### src/design/dist_pkg.sv
`default_nettype none

package dist_pkg;

	//////////////////////////////////////////////////////////////////////
	// stream fan-out
	//////////////////////////////////////////////////////////////////////

	// leaves at the bottom of the two-level tree
	localparam int NUM_LEAVES = 4;

	// switch command, one bit per output branch
	// 00 none, 01 low, 10 high, 11 duplicate
	typedef logic [1:0] dist_cmd_t;
	localparam int CMD_LOW_BIT  = 0;
	localparam int CMD_HIGH_BIT = 1;

	// cfg word as it sits in REG_CFG, en in bit 0
	typedef struct packed {
		dist_cmd_t cmd_high;
		dist_cmd_t cmd_low;
		dist_cmd_t cmd_root;
		logic      en;
	} dist_cfg_t;

	//////////////////////////////////////////////////////////////////////
	// wishbone register map
	//////////////////////////////////////////////////////////////////////

	localparam int WB_ADDR_WIDTH = 3;
	localparam int WB_DATA_WIDTH = 32;
	localparam int CNT_WIDTH     = 32;

	typedef logic [WB_ADDR_WIDTH-1:0] wb_addr_t;
	typedef logic [WB_DATA_WIDTH-1:0] wb_data_t;
	typedef logic [CNT_WIDTH-1:0]     leaf_cnt_t;

	// word addresses
	localparam wb_addr_t REG_CFG  = 3'd0;
	localparam wb_addr_t REG_CNT0 = 3'd1;
	localparam wb_addr_t REG_CNT1 = 3'd2;
	localparam wb_addr_t REG_CNT2 = 3'd3;
	localparam wb_addr_t REG_CNT3 = 3'd4;

endpackage

`default_nettype wire

### src/design/mux_2x1_comb.sv
`timescale 1ns/1ps
`default_nettype none

module mux_2x1_comb #(
	parameter int DATA_WIDTH = 32
) (
	// two candidate words, upper one selected by i_sel = 1
	input  wire  [1:0]              i_valid,
	input  wire  [2*DATA_WIDTH-1:0] i_data_bus,

	// control
	input  wire                     i_en,
	input  wire                     i_sel,

	// chosen word
	output logic                    o_valid,
	output logic [DATA_WIDTH-1:0]   o_data_bus
);

	logic                  sel_valid;
	logic [DATA_WIDTH-1:0] sel_data;

	// pick one side of the bus
	always_comb
	begin
		sel_valid = i_valid[i_sel];
		if (i_sel)
			sel_data = i_data_bus[DATA_WIDTH +: DATA_WIDTH];
		else
			sel_data = i_data_bus[0 +: DATA_WIDTH];
	end

	// disabled or empty side gives a zero word, valid low
	// keeps invalid beats from leaking data downstream
	always_comb
	begin
		if (i_en && sel_valid)
		begin
			o_valid    = 1'b1;
			o_data_bus = sel_data;
		end
		else
		begin
			o_valid    = 1'b0;
			o_data_bus = '0;
		end
	end

endmodule

`default_nettype wire

### src/design/distribute_1x2_comb.sv
`timescale 1ns/1ps
`default_nettype none

module distribute_1x2_comb #(
	parameter int DATA_WIDTH = 32
) (
	// incoming beat
	input  wire                      i_valid,
	input  wire  [DATA_WIDTH-1:0]    i_data_bus,

	// control
	input  wire                      i_en,
	input  wire  dist_pkg::dist_cmd_t i_cmd,

	// {high, low} branches
	output logic [1:0]               o_valid,
	output logic [2*DATA_WIDTH-1:0]  o_data_bus
);

	import dist_pkg::*;

	// selector valids before the command qualifier
	logic [1:0] mux_valid;

	//////////////////////////////////////////////////////////////////////
	// one selector per branch
	//////////////////////////////////////////////////////////////////////

	// input word on the upper side, dummy zero word on the lower side
	// command bit set picks the real beat
	mux_2x1_comb #(
		.DATA_WIDTH (DATA_WIDTH)
	) u_low_mux (
		.i_valid    ({i_valid, 1'b0}),
		.i_data_bus ({i_data_bus, {DATA_WIDTH{1'b0}}}),
		.i_en       (i_en),
		.i_sel      (i_cmd[CMD_LOW_BIT]),
		.o_valid    (mux_valid[0]),
		.o_data_bus (o_data_bus[0 +: DATA_WIDTH])
	);

	// same structure for the high branch
	mux_2x1_comb #(
		.DATA_WIDTH (DATA_WIDTH)
	) u_high_mux (
		.i_valid    ({i_valid, 1'b0}),
		.i_data_bus ({i_data_bus, {DATA_WIDTH{1'b0}}}),
		.i_en       (i_en),
		.i_sel      (i_cmd[CMD_HIGH_BIT]),
		.o_valid    (mux_valid[1]),
		.o_data_bus (o_data_bus[DATA_WIDTH +: DATA_WIDTH])
	);

	// branch valid needs its command bit
	// none/low/high/duplicate fall out of the two bits
	assign o_valid[0] = i_cmd[CMD_LOW_BIT] & mux_valid[0];
	assign o_valid[1] = i_cmd[CMD_HIGH_BIT] & mux_valid[1];

endmodule

`default_nettype wire

### src/design/dist_tree.sv
`timescale 1ns/1ps
`default_nettype none

module dist_tree #(
	parameter int DATA_WIDTH = 32
) (
	input  wire                                     i_clk,
	input  wire                                     i_arst_n,

	// routing config from the register slave
	input  wire  dist_pkg::dist_cfg_t               i_cfg,

	// input stream, valid only
	input  wire                                     i_valid,
	input  wire  [DATA_WIDTH-1:0]                   i_data,

	// leaf 0 in the low slice
	output logic [dist_pkg::NUM_LEAVES-1:0]         o_leaf_valid,
	output logic [dist_pkg::NUM_LEAVES*DATA_WIDTH-1:0] o_leaf_data
);

	import dist_pkg::*;

	// root switch, combinational
	logic [1:0]              root_valid;
	logic [2*DATA_WIDTH-1:0] root_data;

	// level 1 registers, {high, low}
	logic [1:0]              lvl1_valid_q;
	logic [2*DATA_WIDTH-1:0] lvl1_data_q;

	// second level switches, combinational
	logic [1:0]              sw_low_valid;
	logic [2*DATA_WIDTH-1:0] sw_low_data;
	logic [1:0]              sw_high_valid;
	logic [2*DATA_WIDTH-1:0] sw_high_data;

	// level 2, the leaf registers
	logic [NUM_LEAVES-1:0]            leaf_valid_q;
	logic [NUM_LEAVES*DATA_WIDTH-1:0] leaf_data_q;

	//////////////////////////////////////////////////////////////////////
	// level 1: root split
	//////////////////////////////////////////////////////////////////////

	// en gates only here, beats already inside still drain
	distribute_1x2_comb #(
		.DATA_WIDTH (DATA_WIDTH)
	) u_root (
		.i_valid    (i_valid),
		.i_data_bus (i_data),
		.i_en       (i_cfg.en),
		.i_cmd      (i_cfg.cmd_root),
		.o_valid    (root_valid),
		.o_data_bus (root_data)
	);

	// captured every edge, no hold
	always_ff @(posedge i_clk or negedge i_arst_n)
	begin
		if (!i_arst_n)
		begin
			lvl1_valid_q <= '0;
			lvl1_data_q  <= '0;
		end
		else
		begin
			lvl1_valid_q <= root_valid;
			lvl1_data_q  <= root_data;
		end
	end

	//////////////////////////////////////////////////////////////////////
	// level 2: leaf split
	//////////////////////////////////////////////////////////////////////

	// low branch serves leaves 0 and 1
	distribute_1x2_comb #(
		.DATA_WIDTH (DATA_WIDTH)
	) u_sw_low (
		.i_valid    (lvl1_valid_q[0]),
		.i_data_bus (lvl1_data_q[0 +: DATA_WIDTH]),
		.i_en       (1'b1),
		.i_cmd      (i_cfg.cmd_low),
		.o_valid    (sw_low_valid),
		.o_data_bus (sw_low_data)
	);

	// high branch serves leaves 2 and 3
	distribute_1x2_comb #(
		.DATA_WIDTH (DATA_WIDTH)
	) u_sw_high (
		.i_valid    (lvl1_valid_q[1]),
		.i_data_bus (lvl1_data_q[DATA_WIDTH +: DATA_WIDTH]),
		.i_en       (1'b1),
		.i_cmd      (i_cfg.cmd_high),
		.o_valid    (sw_high_valid),
		.o_data_bus (sw_high_data)
	);

	// leaf order 3..0 = high.high, high.low, low.high, low.low
	always_ff @(posedge i_clk or negedge i_arst_n)
	begin
		if (!i_arst_n)
		begin
			leaf_valid_q <= '0;
			leaf_data_q  <= '0;
		end
		else
		begin
			leaf_valid_q <= {sw_high_valid, sw_low_valid};
			leaf_data_q  <= {sw_high_data, sw_low_data};
		end
	end

	assign o_leaf_valid = leaf_valid_q;
	assign o_leaf_data  = leaf_data_q;

endmodule

`default_nettype wire

### src/design/dist_cfg_wb.sv
`timescale 1ns/1ps
`default_nettype none

module dist_cfg_wb (
	input  wire                             i_clk,
	input  wire                             i_arst_n,

	// wishbone classic slave
	input  wire                             i_wb_cyc,
	input  wire                             i_wb_stb,
	input  wire                             i_wb_we,
	input  wire  dist_pkg::wb_addr_t        i_wb_adr,
	input  wire  dist_pkg::wb_data_t        i_wb_dat,
	output dist_pkg::wb_data_t              o_wb_dat,
	output logic                            o_wb_ack,

	// leaf valids back from the tree
	input  wire  [dist_pkg::NUM_LEAVES-1:0] i_leaf_valid,

	// routing config to the tree
	output dist_pkg::dist_cfg_t             o_cfg
);

	import dist_pkg::*;

	logic      ack_q;
	wb_data_t  rd_data_q;
	wb_data_t  rd_mux;
	dist_cfg_t cfg_q;
	leaf_cnt_t cnt_q [NUM_LEAVES];

	logic      req;
	logic      wr_en;

	//////////////////////////////////////////////////////////////////////
	// bus handshake
	//////////////////////////////////////////////////////////////////////

	// first cycle of a request, ack not yet given
	assign req   = i_wb_cyc & i_wb_stb & ~ack_q;
	// master still holds the write during ack
	assign wr_en = i_wb_cyc & i_wb_stb & i_wb_we & ack_q;

	// read mux, unmapped addresses give zero
	always_comb
	begin
		case (i_wb_adr)
			REG_CFG:  rd_mux = {{(WB_DATA_WIDTH-$bits(dist_cfg_t)){1'b0}}, cfg_q};
			REG_CNT0: rd_mux = cnt_q[0];
			REG_CNT1: rd_mux = cnt_q[1];
			REG_CNT2: rd_mux = cnt_q[2];
			REG_CNT3: rd_mux = cnt_q[3];
			default:  rd_mux = '0;
		endcase
	end

	// one-cycle ack, read data lands with it
	always_ff @(posedge i_clk or negedge i_arst_n)
	begin
		if (!i_arst_n)
		begin
			ack_q     <= 1'b0;
			rd_data_q <= '0;
		end
		else
		begin
			ack_q <= req;
			if (req && !i_wb_we)
				rd_data_q <= rd_mux;
		end
	end

	//////////////////////////////////////////////////////////////////////
	// config and delivery counters
	//////////////////////////////////////////////////////////////////////

	// only REG_CFG is writable, low 7 bits kept
	always_ff @(posedge i_clk or negedge i_arst_n)
	begin
		if (!i_arst_n)
			cfg_q <= '0;
		else if (wr_en && i_wb_adr == REG_CFG)
			cfg_q <= dist_cfg_t'(i_wb_dat[$bits(dist_cfg_t)-1:0]);
	end

	// one count per valid leaf cycle, wraps
	always_ff @(posedge i_clk or negedge i_arst_n)
	begin
		if (!i_arst_n)
		begin
			for (int k = 0; k < NUM_LEAVES; k++)
				cnt_q[k] <= '0;
		end
		else
		begin
			for (int k = 0; k < NUM_LEAVES; k++)
				cnt_q[k] <= cnt_q[k] + leaf_cnt_t'(i_leaf_valid[k]);
		end
	end

	assign o_wb_ack = ack_q;
	assign o_wb_dat = rd_data_q;
	assign o_cfg    = cfg_q;

endmodule

`default_nettype wire

### src/design/dist_tree_top.sv
`timescale 1ns/1ps
`default_nettype none

module dist_tree_top #(
	parameter int DATA_WIDTH = 32
) (
	input  wire                                        i_clk,
	input  wire                                        i_arst_n,

	// wishbone classic, config and counters
	input  wire                                        i_wb_cyc,
	input  wire                                        i_wb_stb,
	input  wire                                        i_wb_we,
	input  wire  dist_pkg::wb_addr_t                   i_wb_adr,
	input  wire  dist_pkg::wb_data_t                   i_wb_dat,
	output dist_pkg::wb_data_t                         o_wb_dat,
	output logic                                       o_wb_ack,

	// input stream
	input  wire                                        i_valid,
	input  wire  [DATA_WIDTH-1:0]                      i_data,

	// leaves, two cycles behind the input
	output logic [dist_pkg::NUM_LEAVES-1:0]            o_leaf_valid,
	output logic [dist_pkg::NUM_LEAVES*DATA_WIDTH-1:0] o_leaf_data
);

	import dist_pkg::*;

	// live routing config
	dist_cfg_t cfg;

	// register slave, also counts leaf beats
	dist_cfg_wb u_cfg (
		.i_clk        (i_clk),
		.i_arst_n     (i_arst_n),
		.i_wb_cyc     (i_wb_cyc),
		.i_wb_stb     (i_wb_stb),
		.i_wb_we      (i_wb_we),
		.i_wb_adr     (i_wb_adr),
		.i_wb_dat     (i_wb_dat),
		.o_wb_dat     (o_wb_dat),
		.o_wb_ack     (o_wb_ack),
		.i_leaf_valid (o_leaf_valid),
		.o_cfg        (cfg)
	);

	// two-level distribution tree
	dist_tree #(
		.DATA_WIDTH (DATA_WIDTH)
	) u_tree (
		.i_clk        (i_clk),
		.i_arst_n     (i_arst_n),
		.i_cfg        (cfg),
		.i_valid      (i_valid),
		.i_data       (i_data),
		.o_leaf_valid (o_leaf_valid),
		.o_leaf_data  (o_leaf_data)
	);

endmodule

`default_nettype wire

### config.mk
export PLATFORM = sky130hd
export DESIGN_NAME = dist_tree_top
export DESIGN_NICKNAME = d
export VERILOG_FILES = /design/src/design/dist_pkg.sv /design/src/design/mux_2x1_comb.sv /design/src/design/distribute_1x2_comb.sv /design/src/design/dist_tree.sv /design/src/design/dist_cfg_wb.sv /design/src/design/dist_tree_top.sv
export SDC_FILE = /design/constraint.sdc
export NUM_CORES = 1
export LEC_CHECK = 0
export ABC_CLOCK_PERIOD_IN_PS = 5400
export BUFFER_PORTS_ARGS = -buffer_cell sky130_fd_sc_hd__buf_2
export CAP_MARGIN = 20
export CORE_MARGIN = 2
export CORE_UTILIZATION = 30
export CTS_BUF_LIST = sky130_fd_sc_hd__clkbuf_4 sky130_fd_sc_hd__clkbuf_8
export DETAILED_ROUTE_END_ITERATION = 6
export SKIP_CTS_REPAIR_TIMING = 1
export SLEW_MARGIN = 30
export SYNTH_ARGS = -nofsm -noshare
export SYNTH_HDL_FRONTEND = slang
export SYNTH_SLANG_ARGS = --single-unit
### constraint.sdc
create_clock -name i_clk -period 5.4 [get_ports i_clk]
set_clock_uncertainty 0.2 [all_clocks]
set_input_delay 1.08 -clock i_clk [delete_from_list [all_inputs] [get_ports i_clk]]
set_output_delay 1.08 -clock i_clk [all_outputs]
set_load 0.005 [all_outputs]
==> impl_results.md <==
- Worst Hold Class: reg -> reg
- H-tree Lvls: 2
- DRT antenna net count: 0
- Critical Path AT: 2.98 ns
- CTS Root Cell: clkbuf_8
- Commonest cells post-synth: dfrtp_1 (366), and3_1 (153), xnor2_1 (88), and2_1 (77), nand2_1 (65)
- Max-slew headroom: 36.2%
- Core area: 46,800 um2
- Slew @ Worst Pin: approximately 0.95 ns
- Post-synth top area share: 64.2%
- Largest net degree at the start of global routing: 116
- Critical path endpoint category: flip-flop
- Routability cong.: 0.821
- Most common flop cell mapped by yosys: dfrtp_1
- Starting Density: a little under a third
- Iter 0 DRT Violations: 656
- Routed WL per cell: 18.0 um
- Syn_nets: 1,226
- Netlist cell types: 38
- Inserted Clock Buffers: 61
- Detail Placement HPWL: between 20,000 and 25,000 um
- Tmin final: between 2 and 3 ns
- Clock Latency Late Sink: 0.65 ns
- CP Max Fanout: 16
- Mapped Cells: 1,145
- Fin. max-slew vios: 0
- Routed WL: 36,400 um
- Initial antenna violation count: 4
- Total grt overflow: 0
- Clock transition at the registers of the reported paths: 0.05 ns
- Fmax: 381 MHz
- Pre-antenna DRT Iters: 4
- I/O pin count: 238
- Gr usage total: 14.9%
- Clk buf depth: 3
- Yosys reg bits: ~370
- Buffers on Ports: 212
- Total power: 5.44 mW
- Status: finished, final reports clean
- Post-Syn Area per Cell: 12.5 um2
- RSZ-0062 raised after global routing: no
- Routed vias/inst: 4.81
- Mapped cell area: 14,300 um2
- Die area: 49,300 um2
- Asr flop ratio synth: 100%
- EDFF count, synth: 0
- Core Util, Final: 36.9%
- Hold Fails Final Rpt: 0
- Worst hold slack: 0.269 ns
- Vias in the first global route: 10,100
- CP Launch Type: input pin
- Place WS: 2.10 ns
- Row cnt: 79
- Syn-to-layout area delta: 21.1%
- Filler cells: between 4,000 and 5,000
- Fin nets: around 1,500
- Final setup TNS: 0 ns
- Crit Path Class: in -> reg
- CTS tree: done
- Worst endpoint required time: ~5.8 ns
- Sequential share of the synthesized area: between 60% and 70%
- Via count: 9,725
- Setup ws final: 2.77 ns
- Clock Sink Count: 366
- Most frequent cell after synthesis: dfrtp_1
- Fin crit share: just under 50%
- Layout cells sized above 1: 25.6%
- Ys Warns: 0
- Final setup violation count: 0
- Die Height: about 220 um
- Maximum VDD drop: 205 uV
- Largest area contributor in the netlist: dfrtp_1
- DR DRC count: 0
- Leakage: 9.16 nW
- Die width: between 200 and 250 um
- Pwr/cell area: 315 nW/um2
- First-pass GRT wire length: 58,100 um
- Synth top area cells: dfrtp_1 (64%), and3_1 (6.7%), xnor2_1 (5.4%)
- Maxcap violations: 0
==> through the flow <==
| step | std cells | area (um2) |
|---|---|---|
| after floorplan | 1145 | 14300 |
| after global placement | 1915 | 16000 |
| after detailed placement | 1915 | 16000 |
| after CTS | 2020 | 17300 |
| after global routing | 2021 | 17300 |
| final | 2023 | 17300 |
==> cells by family after synthesis <==
group                      Yosys count  synth area share (%)
AOI/OAI and AO/OA                  104                  5.43
xor gates and xnor gates           121                  7.43
DFF                                366                  64.2
buffers and inverters               70                  1.98
adders and majority gates            8                 0.702
muxes                               14                  1.10
and+or+nand+nor                    462                  19.1
==> placed cells by master, fill, tap and decap left out, types with 3 or more instances in the layout <==
master | Yosys | routed
xor2_1 | 33 | 33
buf_4 | 0 | 13
o21ai_0 | 26 | 26
mux2_2 | 13 | 13
a22oi_1 | 12 | 12
xnor2_1 | 88 | 88
nor4_2 | 3 | 3
nor2_1 | 23 | 22
buf_2 | 9 | 211
nand3_1 | 46 | 46
clkbuf_4 | 0 | 22
o22ai_1 | 6 | 6
dfrtp_1 | 366 | 366
nor3_1 | 12 | 10
clkbuf_8 | 0 | 74
a221oi_1 | 25 | 25
nor4_4 | 3 | 3
and4_1 | 10 | 10
nand4_1 | 47 | 47
clkinv_2 | 0 | 4
nor4_1 | 9 | 9
and3_1 | 153 | 153
diode_2 | 0 | 3
inv_1 | 6 | 6
nor3b_2 | 3 | 3
ha_1 | 8 | 8
nand2_1 | 65 | 65
and2_1 | 77 | 77
a22o_1 | 31 | 31
==> layout make-up <==
cell class	instances	area [um2]	area share, %
clock buffer	96	1180	6.85
sequential	366	9160	53.0
multi-input combinational	709	4830	28.0
clock inverter	9	103	0.594
tap	607	759	4.40
antenna	3	7.51	0.0435
timing repair buffer	227	1210	7.00
inverter	6	22.5	0.130
==> layer usage <==
metal | vias up | global-route usage, % | wire length [um]
met5 | - | 0 | 18
li1 | 4498 | - | -
met2 | 310 | 22.9 | 16500
met4 | 4 | 5.86 | 1190
met1 | 4838 | 19.1 | 15300
met3 | 75 | 5.67 | 3330
==> sequential cells by signal, summed over array words and instances, names as in the netlist <==
register,count
u_cfg.cnt_q,128
u_cfg.o_cfg,7
u_cfg.o_wb_ack,1
u_cfg.o_wb_dat,32
u_tree.lvl1_data_q,64
u_tree.lvl1_valid_q,2
u_tree.o_leaf_data,128
u_tree.o_leaf_valid,4
==> report_power, final <==
group | leakage (nW) | internal, mW | switching (mW) | total [mW]
clock network | 0.684 | 1.44 | 1.10 | 2.54
logic | 3.36 | 0.0312 | 0.109 | 0.140
registers | 5.11 | 2.75 | 0.00847 | 2.76
==> critical path, stage by stage <==
cell and delay, ns:
buf_2 0.29, nor3b_2 0.84, buf_4 0.34, a22o_1 0.17, a221oi_1 0.06, o21ai_0 0.20
==> worst paths after layout <==
check / from / to / slack, ns / depth (start not counted)
worst max register to register: u_tree.o_leaf_valid[2] / u_cfg.cnt_q[63] / 2.96 / 5
worst min-delay path: u_cfg.cnt_q[31] / u_cfg.cnt_q[31] / 0.27 / 1
worst min register to register: u_cfg.cnt_q[31] / u_cfg.cnt_q[31] / 0.27 / 1
max in group asynchronous: i_arst_n / u_cfg.cnt_q[31] / 3.57 / 2
worst max-delay path: i_wb_adr[1] / u_cfg.o_wb_dat[8] / 2.77 / 6
min in group asynchronous: i_arst_n / u_cfg.o_wb_dat[29] / 0.32 / 1
Power figures use the tool's default switching activity.
